===== config.mk =====
export PLATFORM = sky130hd
export DESIGN_NAME = periph_top
export DESIGN_NICKNAME = d
export VERILOG_FILES = /design/src/rtl/soc_map_pkg.sv /design/src/rtl/ahb_pkg.sv /design/src/rtl/periph_top.sv /design/src/rtl/uart_tx.sv /design/src/rtl/clint.sv /design/src/rtl/ahb_ctrl.sv
export SDC_FILE = /design/constraint.sdc
export NUM_CORES = 1
export LEC_CHECK = 0
export BUFFER_PORTS_ARGS = -buffer_cell sky130_fd_sc_hd__buf_2
export CAP_MARGIN = 30
export CORE_ASPECT_RATIO = 1.25
export CORE_MARGIN = 2
export CORE_UTILIZATION = 45
export DETAILED_ROUTE_END_ITERATION = 8
export HOLD_SLACK_MARGIN = 0.1
export MAX_ROUTING_LAYER = met4
export SYNTH_ARGS = -nofsm -noshare
export SYNTH_HDL_FRONTEND = slang
export SYNTH_HIERARCHICAL = 1
export SYNTH_SLANG_ARGS = --single-unit

===== constraint.sdc =====
create_clock -name clk -period 4.78 [get_ports clk]
set_clock_uncertainty 0.2 [all_clocks]
set_input_delay 0.717 -clock clk [delete_from_list [all_inputs] [get_ports clk]]
set_output_delay 0.717 -clock clk [all_outputs]
set_load 0.01 [all_outputs]

===== src/rtl/soc_map_pkg.sv =====
`default_nettype none

package soc_map_pkg;

    // region select from haddr[15:12]
    typedef enum logic [3:0] {
        REGION_CLINT = 4'd0,
        REGION_PLIC  = 4'd1,   // no hardware behind it
        REGION_UART  = 4'd2,
        REGION_SPI   = 4'd3    // no hardware behind it
    } region_e;

    // clint register offsets
    localparam logic [7:0] CLINT_MSIP        = 8'h00;
    localparam logic [7:0] CLINT_MTIMECMP_LO = 8'h08;
    localparam logic [7:0] CLINT_MTIMECMP_HI = 8'h0C;
    localparam logic [7:0] CLINT_MTIME_LO    = 8'h10;
    localparam logic [7:0] CLINT_MTIME_HI    = 8'h14;

    // uart register offsets
    localparam logic [7:0] UART_TXDATA = 8'h00;
    localparam logic [7:0] UART_STATUS = 8'h04;   // bit0 busy, bit1 done
    localparam logic [7:0] UART_DIV    = 8'h08;

    // one strobe per data phase, already qualified by region
    typedef struct packed {
        logic        wr;
        logic        rd;
        logic [7:0]  offset;
        logic [31:0] wdata;
    } periph_req_t;

    typedef struct packed {
        logic [31:0] rdata;
        logic        stall;   // txdata write while a frame runs
    } uart_rsp_t;

    typedef struct packed {
        logic timer;
        logic software;
        logic uart;
    } irq_t;

endpackage

`default_nettype wire


===== src/rtl/ahb_pkg.sv =====
`default_nettype none

package ahb_pkg;

    // htrans encodings
    localparam logic [1:0] HTRANS_IDLE   = 2'b00;
    localparam logic [1:0] HTRANS_BUSY   = 2'b01;
    localparam logic [1:0] HTRANS_NONSEQ = 2'b10;
    localparam logic [1:0] HTRANS_SEQ    = 2'b11;

    // ahb-lite has only okay and error
    localparam logic HRESP_OKAY  = 1'b0;
    localparam logic HRESP_ERROR = 1'b1;

    // master to slave
    typedef struct packed {
        logic        hsel;
        logic [31:0] haddr;
        logic [1:0]  htrans;
        logic        hwrite;
        logic [2:0]  hsize;    // word only
        logic [31:0] hwdata;   // data phase
    } ahb_req_t;

    // slave to master
    typedef struct packed {
        logic [31:0] hrdata;
        logic        hready;
        logic        hresp;
    } ahb_rsp_t;

endpackage

`default_nettype wire

===== src/rtl/periph_top.sv =====
`timescale 1ns/1ps
`default_nettype none

module periph_top #(
    parameter int CLKS_PER_BIT = 16,
    parameter int SYNC_STAGES  = 2
) (
    input  wire                      clk,
    input  wire                      reset,
    input  wire                      rtc_toggle,   // async
    input  wire ahb_pkg::ahb_req_t   ahb_req,
    output wire ahb_pkg::ahb_rsp_t   ahb_rsp,
    output wire                      tx,
    output wire soc_map_pkg::irq_t   irq
);
    import soc_map_pkg::*;

    wire periph_req_t  clint_req;
    wire periph_req_t  uart_req;
    wire [31:0]        clint_rdata;
    wire uart_rsp_t    uart_rsp;

    ahb_ctrl u_ahb_ctrl (
        .clk         (clk         ),
        .reset       (reset       ),
        .ahb_req     (ahb_req     ),
        .ahb_rsp     (ahb_rsp     ),
        .clint_req   (clint_req   ),
        .uart_req    (uart_req    ),
        .clint_rdata (clint_rdata ),
        .uart_rsp    (uart_rsp    )
    );

    clint #(
        .SYNC_STAGES (SYNC_STAGES )
    ) u_clint (
        .clk          (clk          ),
        .reset        (reset        ),
        .rtc_toggle   (rtc_toggle   ),
        .req          (clint_req    ),
        .rdata        (clint_rdata  ),
        .irq_timer    (irq.timer    ),
        .irq_software (irq.software )
    );

    uart_tx #(
        .CLKS_PER_BIT (CLKS_PER_BIT )
    ) u_uart_tx (
        .clk      (clk      ),
        .reset    (reset    ),
        .req      (uart_req ),
        .rsp      (uart_rsp ),
        .tx       (tx       ),
        .irq_uart (irq.uart )
    );

endmodule

`default_nettype wire


===== src/rtl/uart_tx.sv =====
`timescale 1ns/1ps
`default_nettype none

module uart_tx #(
    parameter int CLKS_PER_BIT = 16
) (
    input  wire                            clk,
    input  wire                            reset,
    input  wire soc_map_pkg::periph_req_t  req,
    output soc_map_pkg::uart_rsp_t         rsp,
    output logic                           tx,
    output logic                           irq_uart
);
    import soc_map_pkg::*;

    logic [15:0] div_q;       // cycles per bit
    logic [15:0] clk_cnt_q;
    logic [3:0]  bit_cnt_q;
    logic [9:0]  shift_q;     // stop, data, start
    logic        busy_q;
    logic        done_q;

    logic        wr_txdata;
    logic        wr_status;
    logic        wr_div;
    logic        frame_start;
    logic        bit_end;
    logic        frame_end;

    assign wr_txdata = req.wr && (req.offset == UART_TXDATA);
    assign wr_status = req.wr && (req.offset == UART_STATUS);
    assign wr_div    = req.wr && (req.offset == UART_DIV);

    assign frame_start = wr_txdata && !busy_q;
    // div of 0 or 1 gives one cycle per bit
    assign bit_end     = busy_q && ((17'(clk_cnt_q) + 17'd1) >= 17'(div_q));
    assign frame_end   = bit_end && (bit_cnt_q == 4'd9);

    always_ff @(posedge clk) begin
        if (reset) begin
            div_q <= 16'(CLKS_PER_BIT);
        end else if (wr_div) begin
            div_q <= req.wdata[15:0];
        end
    end

    always_ff @(posedge clk) begin
        if (reset) begin
            busy_q    <= 1'b0;
            clk_cnt_q <= '0;
            bit_cnt_q <= '0;
            shift_q   <= '1;   // line idles high
        end else if (frame_start) begin
            busy_q    <= 1'b1;
            clk_cnt_q <= '0;
            bit_cnt_q <= '0;
            shift_q   <= {1'b1, req.wdata[7:0], 1'b0};
        end else if (bit_end) begin
            clk_cnt_q <= '0;
            bit_cnt_q <= bit_cnt_q + 4'd1;
            shift_q   <= {1'b1, shift_q[9:1]};   // lsb first, refill with idle
            if (frame_end) begin
                busy_q <= 1'b0;
            end
        end else if (busy_q) begin
            clk_cnt_q <= clk_cnt_q + 16'd1;
        end
    end

    assign tx = shift_q[0];

    // sticky done, cleared by writing status bit1
    always_ff @(posedge clk) begin
        if (reset) begin
            done_q <= 1'b0;
        end else if (frame_end) begin
            done_q <= 1'b1;
        end else if (wr_status && req.wdata[1]) begin
            done_q <= 1'b0;
        end
    end

    assign irq_uart = done_q;

    always_comb begin
        rsp.stall = wr_txdata && busy_q;
        rsp.rdata = '0;
        if (req.rd) begin
            case (req.offset)
                UART_STATUS: rsp.rdata = {30'd0, done_q, busy_q};
                UART_DIV:    rsp.rdata = {16'd0, div_q};
                default:     rsp.rdata = '0;   // txdata is write only
            endcase
        end
    end

endmodule

`default_nettype wire


===== src/rtl/clint.sv =====
`timescale 1ns/1ps
`default_nettype none

module clint #(
    parameter int SYNC_STAGES = 2
) (
    input  wire                            clk,
    input  wire                            reset,
    input  wire                            rtc_toggle,   // async
    input  wire soc_map_pkg::periph_req_t  req,
    output logic [31:0]                    rdata,
    output logic                           irq_timer,
    output logic                           irq_software
);
    import soc_map_pkg::*;

    logic [SYNC_STAGES-1:0] rtc_sync_q;
    logic                   rtc_last_q;
    logic                   rtc_tick;

    logic [63:0]            mtime_q;
    logic [63:0]            mtimecmp_q;
    logic                   msip_q;

    logic                   wr_msip;
    logic                   wr_cmp_lo;
    logic                   wr_cmp_hi;
    logic                   wr_time_lo;
    logic                   wr_time_hi;

    // synchronizer chain, then edge detect on its output
    always_ff @(posedge clk) begin
        if (reset) begin
            rtc_sync_q <= '0;
            rtc_last_q <= 1'b0;
        end else begin
            rtc_sync_q <= SYNC_STAGES'({rtc_sync_q, rtc_toggle});
            rtc_last_q <= rtc_sync_q[SYNC_STAGES-1];
        end
    end

    assign rtc_tick = rtc_sync_q[SYNC_STAGES-1] ^ rtc_last_q; // both edges count

    assign wr_msip    = req.wr && (req.offset == CLINT_MSIP);
    assign wr_cmp_lo  = req.wr && (req.offset == CLINT_MTIMECMP_LO);
    assign wr_cmp_hi  = req.wr && (req.offset == CLINT_MTIMECMP_HI);
    assign wr_time_lo = req.wr && (req.offset == CLINT_MTIME_LO);
    assign wr_time_hi = req.wr && (req.offset == CLINT_MTIME_HI);

    // a bus write wins over a tick in the same cycle
    always_ff @(posedge clk) begin
        if (reset) begin
            mtime_q <= '0;
        end else if (wr_time_lo) begin
            mtime_q[31:0] <= req.wdata;
        end else if (wr_time_hi) begin
            mtime_q[63:32] <= req.wdata;
        end else if (rtc_tick) begin
            mtime_q <= mtime_q + 64'd1;
        end
    end

    always_ff @(posedge clk) begin
        if (reset) begin
            mtimecmp_q <= '1;   // no timer irq out of reset
        end else if (wr_cmp_lo) begin
            mtimecmp_q[31:0] <= req.wdata;
        end else if (wr_cmp_hi) begin
            mtimecmp_q[63:32] <= req.wdata;
        end
    end

    always_ff @(posedge clk) begin
        if (reset) begin
            msip_q <= 1'b0;
        end else if (wr_msip) begin
            msip_q <= req.wdata[0];
        end
    end

    // compare is registered, irq follows a register change by one cycle
    always_ff @(posedge clk) begin
        if (reset) begin
            irq_timer <= 1'b0;
        end else begin
            irq_timer <= (mtime_q >= mtimecmp_q);
        end
    end

    assign irq_software = msip_q;

    always_comb begin
        rdata = '0;
        if (req.rd) begin
            case (req.offset)
                CLINT_MSIP:        rdata = {31'd0, msip_q};
                CLINT_MTIMECMP_LO: rdata = mtimecmp_q[31:0];
                CLINT_MTIMECMP_HI: rdata = mtimecmp_q[63:32];
                CLINT_MTIME_LO:    rdata = mtime_q[31:0];
                CLINT_MTIME_HI:    rdata = mtime_q[63:32];
                default:           rdata = '0;
            endcase
        end
    end

endmodule

`default_nettype wire


===== src/rtl/ahb_ctrl.sv =====
`timescale 1ns/1ps
`default_nettype none

module ahb_ctrl (
    input  wire                          clk,
    input  wire                          reset,
    input  wire ahb_pkg::ahb_req_t       ahb_req,
    output ahb_pkg::ahb_rsp_t            ahb_rsp,
    output soc_map_pkg::periph_req_t     clint_req,
    output soc_map_pkg::periph_req_t     uart_req,
    input  wire [31:0]                   clint_rdata,
    input  wire soc_map_pkg::uart_rsp_t  uart_rsp
);
    import ahb_pkg::*;
    import soc_map_pkg::*;

    typedef enum logic {
        ERR_IDLE,
        ERR_LAST    // second cycle, hready goes back high
    } err_state_e;

    logic       addr_valid_q;
    logic       write_q;
    region_e    region_q;
    logic [7:0] offset_q;
    err_state_e err_state_q;

    logic       trans_start;
    logic       hit_clint;
    logic       hit_uart;
    logic       err_first;

    assign trans_start = ahb_req.hsel &&
                         (ahb_req.htrans == HTRANS_NONSEQ || ahb_req.htrans == HTRANS_SEQ);

    // address phase is only taken when the previous data phase ends
    always_ff @(posedge clk) begin
        if (reset) begin
            addr_valid_q <= 1'b0;
            write_q      <= 1'b0;
            region_q     <= REGION_CLINT;
            offset_q     <= '0;
        end else if (ahb_rsp.hready) begin
            addr_valid_q <= trans_start;
            write_q      <= ahb_req.hwrite;
            region_q     <= region_e'(ahb_req.haddr[15:12]);
            offset_q     <= ahb_req.haddr[7:0];
        end
    end

    always_comb begin
        hit_clint = 1'b0;
        hit_uart  = 1'b0;
        err_first = 1'b0;
        if (addr_valid_q) begin
            case (region_q)
                REGION_CLINT: hit_clint = 1'b1;
                REGION_UART:  hit_uart  = 1'b1;
                default:      err_first = (err_state_q == ERR_IDLE); // plic, spi, unmapped
            endcase
        end
    end

    always_ff @(posedge clk) begin
        if (reset) begin
            err_state_q <= ERR_IDLE;
        end else if (err_first) begin
            err_state_q <= ERR_LAST;
        end else begin
            err_state_q <= ERR_IDLE;
        end
    end

    // peripheral strobes, uart wr stays up while it stalls
    always_comb begin
        clint_req.wr     = hit_clint && write_q;
        clint_req.rd     = hit_clint && !write_q;
        clint_req.offset = offset_q;
        clint_req.wdata  = ahb_req.hwdata;

        uart_req.wr      = hit_uart && write_q;
        uart_req.rd      = hit_uart && !write_q;
        uart_req.offset  = offset_q;
        uart_req.wdata   = ahb_req.hwdata;
    end

    always_comb begin
        ahb_rsp.hready = !err_first && !uart_rsp.stall;
        ahb_rsp.hresp  = (err_first || err_state_q == ERR_LAST) ? HRESP_ERROR : HRESP_OKAY;
        case (region_q)
            REGION_CLINT: ahb_rsp.hrdata = clint_rdata;
            REGION_UART:  ahb_rsp.hrdata = uart_rsp.rdata;
            default:      ahb_rsp.hrdata = '0;
        endcase
    end

endmodule

`default_nettype wire


=== After elaboration in Yosys (flattened, before gate mapping) ===
Index checks and enable logic that the tools add are counted.

* Register bits after elaboration: 195
* Logic and storage cells: 102
* Input port bits: 74
* Output and inout bits: 38

* Reductions and logical operators: 39
* Bitwise operators: 4
* Order comparisons: 2
* Multiplexer cells: 24
* Eq/ne operators: 10
* $add $sub $neg: 4

{| class="wikitable"
|+ Operators with widths
! cell !! number
|-
| 32-bit two-way mux || 5
|-
| 32-bit one-hot mux with 5 select lines || 1
|-
| 64-bit by 1-bit adder with 64-bit output (second input constant) || 1
|-
| 64-bit greater-or-equal comparator || 1
|-
| 64-bit two-way mux || 1
|-
| 32-bit one-hot mux with 2 select lines || 1
|-
| 16-bit one-hot mux with 2 select lines || 1
|-
| 1-bit logical AND || 19
|-
| 9-bit two-way mux || 2
|-
| 16-bit by 1-bit adder with 17-bit output (second input constant) || 1
|-
| 17-bit by 16-bit greater-or-equal comparator with 1-bit output || 1
|-
| 16-bit by 1-bit adder with 16-bit output (second input constant) || 1
|-
| 8-bit by 4-bit == test with 1-bit output (second input constant) || 2
|-
| 8-bit by 5-bit == test with 1-bit output (second input constant) || 2
|-
| 1-bit two-way mux || 13
|-
| 2-bit nonzero test || 5
|-
| 8-bit by 3-bit == test with 1-bit output (second input constant) || 1
|-
| 8-bit zero test || 1
|-
| 2-bit AND reduction || 4
|-
| 4-bit by 1-bit adder with 4-bit output (second input constant) || 1
|-
| 2-bit == test (second input constant) || 2
|-
| 4-bit by 2-bit == test with 1-bit output (second input constant) || 1
|-
| 4-bit == test (second input constant) || 1
|-
| 1-bit zero test || 4
|-
| 7 further kinds || 11
|}

=== Logic depth before layout (Yosys ltp) ===
Gate-level depths: netlist of run 1.

* Depth after elaboration: 8
* Depth in mapped cells: 17
* Mapped depth without buffers: 13

=== Hierarchy ===
Netlist of run 1, hierarchy kept.

{| class="wikitable"
|+ Modules (own cells, without submodules)
! module !! area each (um2) !! seq. area each (um2) !! times used !! cells an instance
|-
| clint || 8,565.7 || 2,662.6 || 1 || 1,087
|-
| uart_tx || 3,029.2 || 940.9 || 1 || 388
|-
| ahb_ctrl || 1,601.5 || 300.3 || 1 || 185
|}

=== Worst setup path before layout of run 1 ===
OpenSTA, ideal clock, no wires.

* Kind: register to register
* Start point: register u_uart_tx.clk_cnt_q[0]
* End point: register u_uart_tx.bit_cnt_q[3]
* Required time: 4,514 ps
* Period minus slack after synthesis: 3,593 ps
* Arrival time: 3,327 ps
* Library setup time: 66 ps
* Path buffers: 2
* Path slack: 1,187 ps
* Stages on the path, launching flop included: 16
* Path through: dfxtp_1 -> ha_1 -> and3_4 -> and3_4 -> buf_6 -> nand3_1 -> nor2_1 -> xor2_1 -> ha_1 -> nand4_2 -> o41ai_2 -> a222oi_1 -> and4_1 -> buf_6 -> or4_4 -> a21oi_2

* Longest elaborated chain between the ends: 3

{| class="wikitable"
|+ RTL lines
! what !! line !! text
|-
| start, declared || uart_tx.sv:17 || <nowiki>logic [15:0] clk_cnt_q;</nowiki>
|-
| start signal, assigned || uart_tx.sv:66 || <nowiki>clk_cnt_q <= clk_cnt_q + 16'd1;</nowiki>
|-
| 16-bit by 1-bit adder with 17-bit output || uart_tx.sv:36 || <nowiki>assign bit_end = busy_q && ((17'(clk_cnt_q) + 17'd1) >= 17'(div_q));</nowiki>
|-
| 17-bit by 16-bit greater-or-equal comparator with 1-bit output || uart_tx.sv:36 ||
|-
| 1-bit logical AND || uart_tx.sv:36 ||
|-
| end signal, assigned || uart_tx.sv:60 || <nowiki>bit_cnt_q <= bit_cnt_q + 4'd1;</nowiki>
|-
| end, declared || uart_tx.sv:18 || <nowiki>logic [3:0] bit_cnt_q;</nowiki>
|}

No other way between the ends.
A chain may end at the register's enable or synchronous reset.

==> run summary, run 1 <==
Initial antenna violation count = 1
Worst skew pair latency = 0.45 ns
Slowest stage delay, CP = 0.56 ns
Clock-pin slew on the worst setup and hold paths = 0.07 ns
Reg2reg path depth = 14
CP bufs+invs = 2
Vias in the first global route = 11,600
DR DRC count = 0
Slew @ Worst Pin = 0.900 ns
TritonCTS clock tree = yes
Iteration-0 DRC Markers = 1,020
Status = complete, no violations
Synth warnings = 6
Register-to-register setup slack = 0.66 ns
Max cap viols = 0
Share of cells above drive strength 1 = 11.3%
Worst Hold Depth = 1
CTS Root Cell = clkbuf_16
CTS resizes = 0
Reg2reg start = u_uart_tx/clk_cnt_q[0]$_SDFFE_PP0P_
Post-Syn Instances = 1,644
Critical path, cell by cell = or4_1 -> or2_2 -> a211oi_1 -> nand2_1 -> buf_4 -> a21oi_1 -> a22o_1 -> buf_2
Hold Path Sink = u_clint/rtc_sync_q[1]$_SDFF_PP0_
Worst Hold Class = reg -> reg
I/O Pins = 112
Pre-CTS setup slack = 0.691 ns
Final Critical Period = 4.38 ns
Most frequent cells in the layout = nand2_1 (213), dfxtp_1 (195), a21oi_1 (95)
CP max FO = 18
Largest net degree at the start of global routing = 72
Core Region = 28,500 um^2
Clk sinks = 195
Arrival time worst endpoint = 3.46 ns
Syn_area_per_cell = 7.95 um^2
Crit path kind = reg -> out
Final worst-path cycle share = 91.6%
Post-DP HPWL = 29,200 um
Post-route setup TNS = 0 ns
Die footprint = 30,400 um^2
F_max = 228 MHz
Vias per std cell = 6.12
VDD IR-drop max = 362 uV
CP delay by family, top = simple AND/OR/NAND/NOR gates
Chip height = 195 um
Vias = 12,100
CTS buffer count = 17
H-tree depth = 4
Initial Util = 45.9%
Pwr/cell area = 256 nW/um^2
Final #Nets = 1,767
Number of nets with antenna violations after routing = 0
Gr usage total = 27.2%
Postcts setup bufs = 0
Drt wl/cell = 20.2 um
Leak = 5.55 nW
Longest Clk Path Bufs = 2
Cell area after synthesis = 13,100 um^2
GR Overflow Total = 0
First-pass GRT wire length = 63,100 um
HP Start = u_clint/rtc_sync_q[0]$_SDFF_PP0_
Gpl congestion = 0.898
CTS Hold Buffers Added = 0
Crit. End Element = output pin
Reg2Reg Capture Point = u_uart_tx/clk_cnt_q[7]$_SDFFE_PP0P_
Crit path from = u_ahb_ctrl/offset_q[1]$_SDFFE_PP0P_
Hold Fails Final Rpt = 0
Max-slew headroom = 39.9%
CP max-delay cell = nand2_1
Req. time, crit path = 3.86 ns
Most common cell after layout, fill and taps aside = nand2_1
I/O Buffers = 87
Worst Setup Start Kind = flop
1st-pass router iterations = 5
Max-slew violation count = 0
Setup slack after layout = 0.401 ns
Final setup viols = 0
Die X = 156 um
RSZ-0062 raised after global routing = no
Layout area overhead = 5.26%
Row count = 69
Overall routed net length = 39,900 um
worst register-to-register path, stage by stage (launching register included):
cell and delay [ns]:
dfxtp_1 0.41, ha_1 0.27, and3_4 0.22, and3_4 0.23, nand3_1 0.18, nor2_1 0.24, xor2_1 0.18, ha_1 0.28
nand4_2 0.14, o41ai_2 0.09, a222oi_1 0.40, and4_1 0.56, buf_4 0.34, nand4b_1 0.13, a31oi_1 0.18
power breakdown:
part / leakage (nW) / switching (W) / total (W) / internal [W]
sequential: 1.58 / 0.0000399 / 0.00169 / 0.00165
combinational: 3.71 / 0.000291 / 0.000429 / 0.000138
clock: 0.263 / 0.000675 / 0.00141 / 0.000733
total: 5.55 / 0.00101 / 0.00353 / 0.00252
per-layer routing:
layer	up-vias	global-route usage, %	wire, um
met5	-	-	0
met4	0	11.3	1530
met3	81	3.84	1860
met2	351	45.4	19600
met1	5794	32.7	16900
li1	5871	-	-
worst max-delay path by stage:
stage / to / slack (ns) / cells after the start
2_1_floorplan: u_uart_tx/bit_cnt_q[3]$_SDFFE_PP0P_ / 1.19 / 15
3_3_place_gp: u_uart_tx/shift_q[4]$_SDFFE_PP1P_ / 0.61 / 13
3_5_place_dp: u_uart_tx/clk_cnt_q[15]$_SDFFE_PP0P_ / 0.69 / 14
4_1_cts: ahb_rsp[22] / 0.40 / 8
5_1_grt: ahb_rsp[33] / 0.25 / 8
6_report: ahb_rsp[22] / 0.40 / 8
final cells by class:
cell class	instances	area, um^2
clock inverter	12	106
clock buffer	20	447
inverter	92	345
fill	2865	14700
antenna	1	2.50
sequential	195	3900
timing repair buffer	117	688
multi-input combinational	1186	7830
tap	355	444
registers in the layout (all words and copies together) (netlist names):
| signal | cells |
|---|---|
| u_clint/irq_software | 1 |
| u_ahb_ctrl/write_q | 1 |
| u_uart_tx/bit_cnt_q | 4 |
| u_uart_tx/clk_cnt_q | 16 |
| u_ahb_ctrl/err_state_q | 1 |
| u_clint/rtc_sync_q | 2 |
| u_clint/mtime_q | 64 |
| u_uart_tx/busy_q | 1 |
| u_ahb_ctrl/addr_valid_q | 1 |
| u_ahb_ctrl/offset_q | 8 |
| u_clint/rtc_last_q | 1 |
| u_ahb_ctrl/region_q | 4 |
| u_clint/mtimecmp_q | 64 |
| u_uart_tx/div_q | 16 |
| u_uart_tx/shift_q | 9 |
| u_clint/irq_timer | 1 |
| u_uart_tx/irq_uart | 1 |
through the flow:
step,std cells,hold WS [ns],power [W],utilization [%],cell area (um^2)
floorplan,1659,0.214,0.00210,-,13100
global placement,1943,0.238,0.00215,46.3,13200
detailed placement,1945,0.233,0.00215,46.4,13200
CTS,1977,0.256,0.00356,48.3,13800
global route,1978,0.268,0.00366,48.3,13800
finish,1978,0.251,0.00353,48.3,13800
Power figures use the tool's default switching activity.
==> run 2, diff against run 1 <==
--- a/config.mk
+++ b/config.mk
@@ -13,6 +13,7 @@
 export DETAILED_ROUTE_END_ITERATION = 8
 export HOLD_SLACK_MARGIN = 0.1
 export MAX_ROUTING_LAYER = met4
+export PLACE_DENSITY_LB_ADDON = 0.1
 export SYNTH_ARGS = -nofsm -noshare
 export SYNTH_HDL_FRONTEND = slang
 export SYNTH_HIERARCHICAL = 1
==> run 2 against run 1 <==
Sequential share of layout area shrank 0.11 points. Critical path depth is the same. Final cell count hardly changed. Utilization increased by 0.18 points. First-iteration DRC count grew 0.98%. Die area stayed put. Non-clock buffer count unchanged. Count of clock-buffer cells in the layout down 2. Maximum frequency rose by 3.0%. Wire length up 1.3%. Via count decreased by 0.88%. Sequential power hardly changed. Critical endpoint is now ahb_rsp[33]. Highest routed layer unchanged.
==> run summary, run 2 (synthesized netlist as in run 1, its figures left out) <==
Status = complete, no violations
Slew @ Worst Pin = 0.813 ns
DR DRC count = 0
Multi-input logic area = 7830 um^2
Overall routed net length = 40,400 um
TritonCTS clock tree = yes
Critical path, cell by cell = nor4b_1 -> nand2_1 -> nor3b_2 -> buf_12 -> a222oi_1 -> a21oi_1 -> a22o_1 -> buf_2
Iteration-0 DRC Markers = 1,030
CP max-delay cell = dfxtp_1
I/O Pins = 112
Max-slew violation count = 0
Most common cell after layout, fill and taps aside = nand2_1
Biggest regs = u_clint/mtime_q x64, u_clint/mtimecmp_q x64
Slowest stage delay, CP = 0.70 ns
Worst Setup Start Kind = flop
VDD IR-drop max = 318 uV
Drt wl/cell = 20.4 um
F_max = 235 MHz
N_diodes = 0
Longest Clk Path Bufs = 2
I/O Buffers = 87
H-tree depth = 4
Initial antenna violation count = 0
CTS Root Cell = clkbuf_16
Die X = 156 um
Number of nets with antenna violations after routing = 0
Area post-placement = 13,200 um^2
CTS buffer count = 17
Crit. End Element = output pin
GR Overflow Total = 0
Gpl congestion = 0.871
Max cap viols = 0
Worst skew pair latency = 0.45 ns
Register area = 3900 um^2
Initial Util = 45.9%
Clk sinks = 195
Post-DP HPWL = 29,600 um
Post-route setup TNS = 0 ns
Final worst-path cycle share = 89.0%
Final setup viols = 0
Fillers = 2,861
Final Critical Period = 4.25 ns
Layout area overhead = 5.66%
Clock-pin slew on the worst setup and hold paths = 0.07 ns
Most frequent cells in the layout = nand2_1 (213), dfxtp_1 (195), a21oi_1 (95)
Hold Fails Final Rpt = 0
Vias per std cell = 6.06
Post-route design area = 13,800 um^2
Crit path kind = reg -> out
Max-slew headroom = 45.8%
Chip height = 195 um
CP delay by family, top = simple AND/OR/NAND/NOR gates
Share of cells above drive strength 1 = 11.4%
Vias = 12,000
Core Region = 28,500 um^2
CTS Hold Buffers Added = 0
Leak = 5.57 nW
Postcts setup bufs = 0
Arrival time worst endpoint = 3.34 ns
RSZ-0062 raised after global routing = no
CP bufs+invs = 2
Die footprint = 30,400 um^2
1st-pass router iterations = 9
Largest net degree at the start of global routing = 70
First-pass GRT wire length = 64,100 um
Final #Nets = 1,767
Gr usage total = 27.5%
Row count = 69
Pwr/cell area = 261 nW/um^2
Vias in the first global route = 11,400
CTS resizes = 0
Worst Hold Class = reg -> reg
CP max FO = 32
Req. time, crit path = 3.86 ns
[run 2: path summary, 6_finish.rpt]
check,startpoint,end,slack (ns),depth (start not counted)
hold reg to reg,u_clint/rtc_sync_q[0]$_SDFF_PP0_,u_clint/rtc_sync_q[1]$_SDFF_PP0_,0.25,1
setup / recovery,u_ahb_ctrl/offset_q[2]$_SDFFE_PP0P_,ahb_rsp[33],0.53,8
setup reg to reg,u_uart_tx/clk_cnt_q[0]$_SDFFE_PP0P_,u_uart_tx/clk_cnt_q[8]$_SDFFE_PP0P_,0.69,14
hold / removal,u_clint/rtc_sync_q[0]$_SDFF_PP0_,u_clint/rtc_sync_q[1]$_SDFF_PP0_,0.25,1
[run 2: routing by layer]
layer,vias to the layer above,GRT usage [%],wire length [um]
li1,5891,-,-
met3,64,3.46,1810
met5,-,-,0
met1,5717,34.1,17500
met2,318,45.6,19700
met4,0,10.6,1410
[run 2: worst reg2reg max path: stages, from the launching register on]
cell and delay [ns]:
dfxtp_1 0.43, ha_1 0.27, and3_4 0.21, and3_4 0.23, nand3_1 0.17, nor2_1 0.23
xor2_1 0.17, ha_1 0.28, nand4_2 0.16, o41ai_2 0.10, a222oi_1 0.39, and4_1 0.55
buf_4 0.33, nand4b_1 0.13, a31oi_1 0.17
[run 2: per-stage QoR]
step	util [%]	total power [W]	hold WS [ns]	setup slack (ns)	instances
global route	48.5	0.00374	0.265	0.314	1977
detailed placement	46.5	0.00216	0.230	0.715	1945
finish	48.5	0.00361	0.247	0.527	1977
global placement	46.4	0.00215	0.236	0.583	1943
CTS	48.5	0.00363	0.254	0.517	1977
floorplan	-	0.00210	0.214	1.19	1659
[run 2: power breakdown]
group	total, W	internal, W	leakage (nW)	switching (W)
registers	0.00169	0.00165	1.58	0.0000419
logic	0.000428	0.000138	3.71	0.000290
clock network	0.00149	0.000779	0.274	0.000712
total	0.00361	0.00256	5.57	0.00104
[run 2: layout make-up]
class | count | share of cell area (%)
multi-input cells | 1186 | 56.7
flip-flops and latches | 195 | 28.3
repair buffers | 117 | 5.16
well taps | 355 | 3.21
clock buffers | 18 | 3.11
inverters | 92 | 2.50
clock inverters | 14 | 1.10
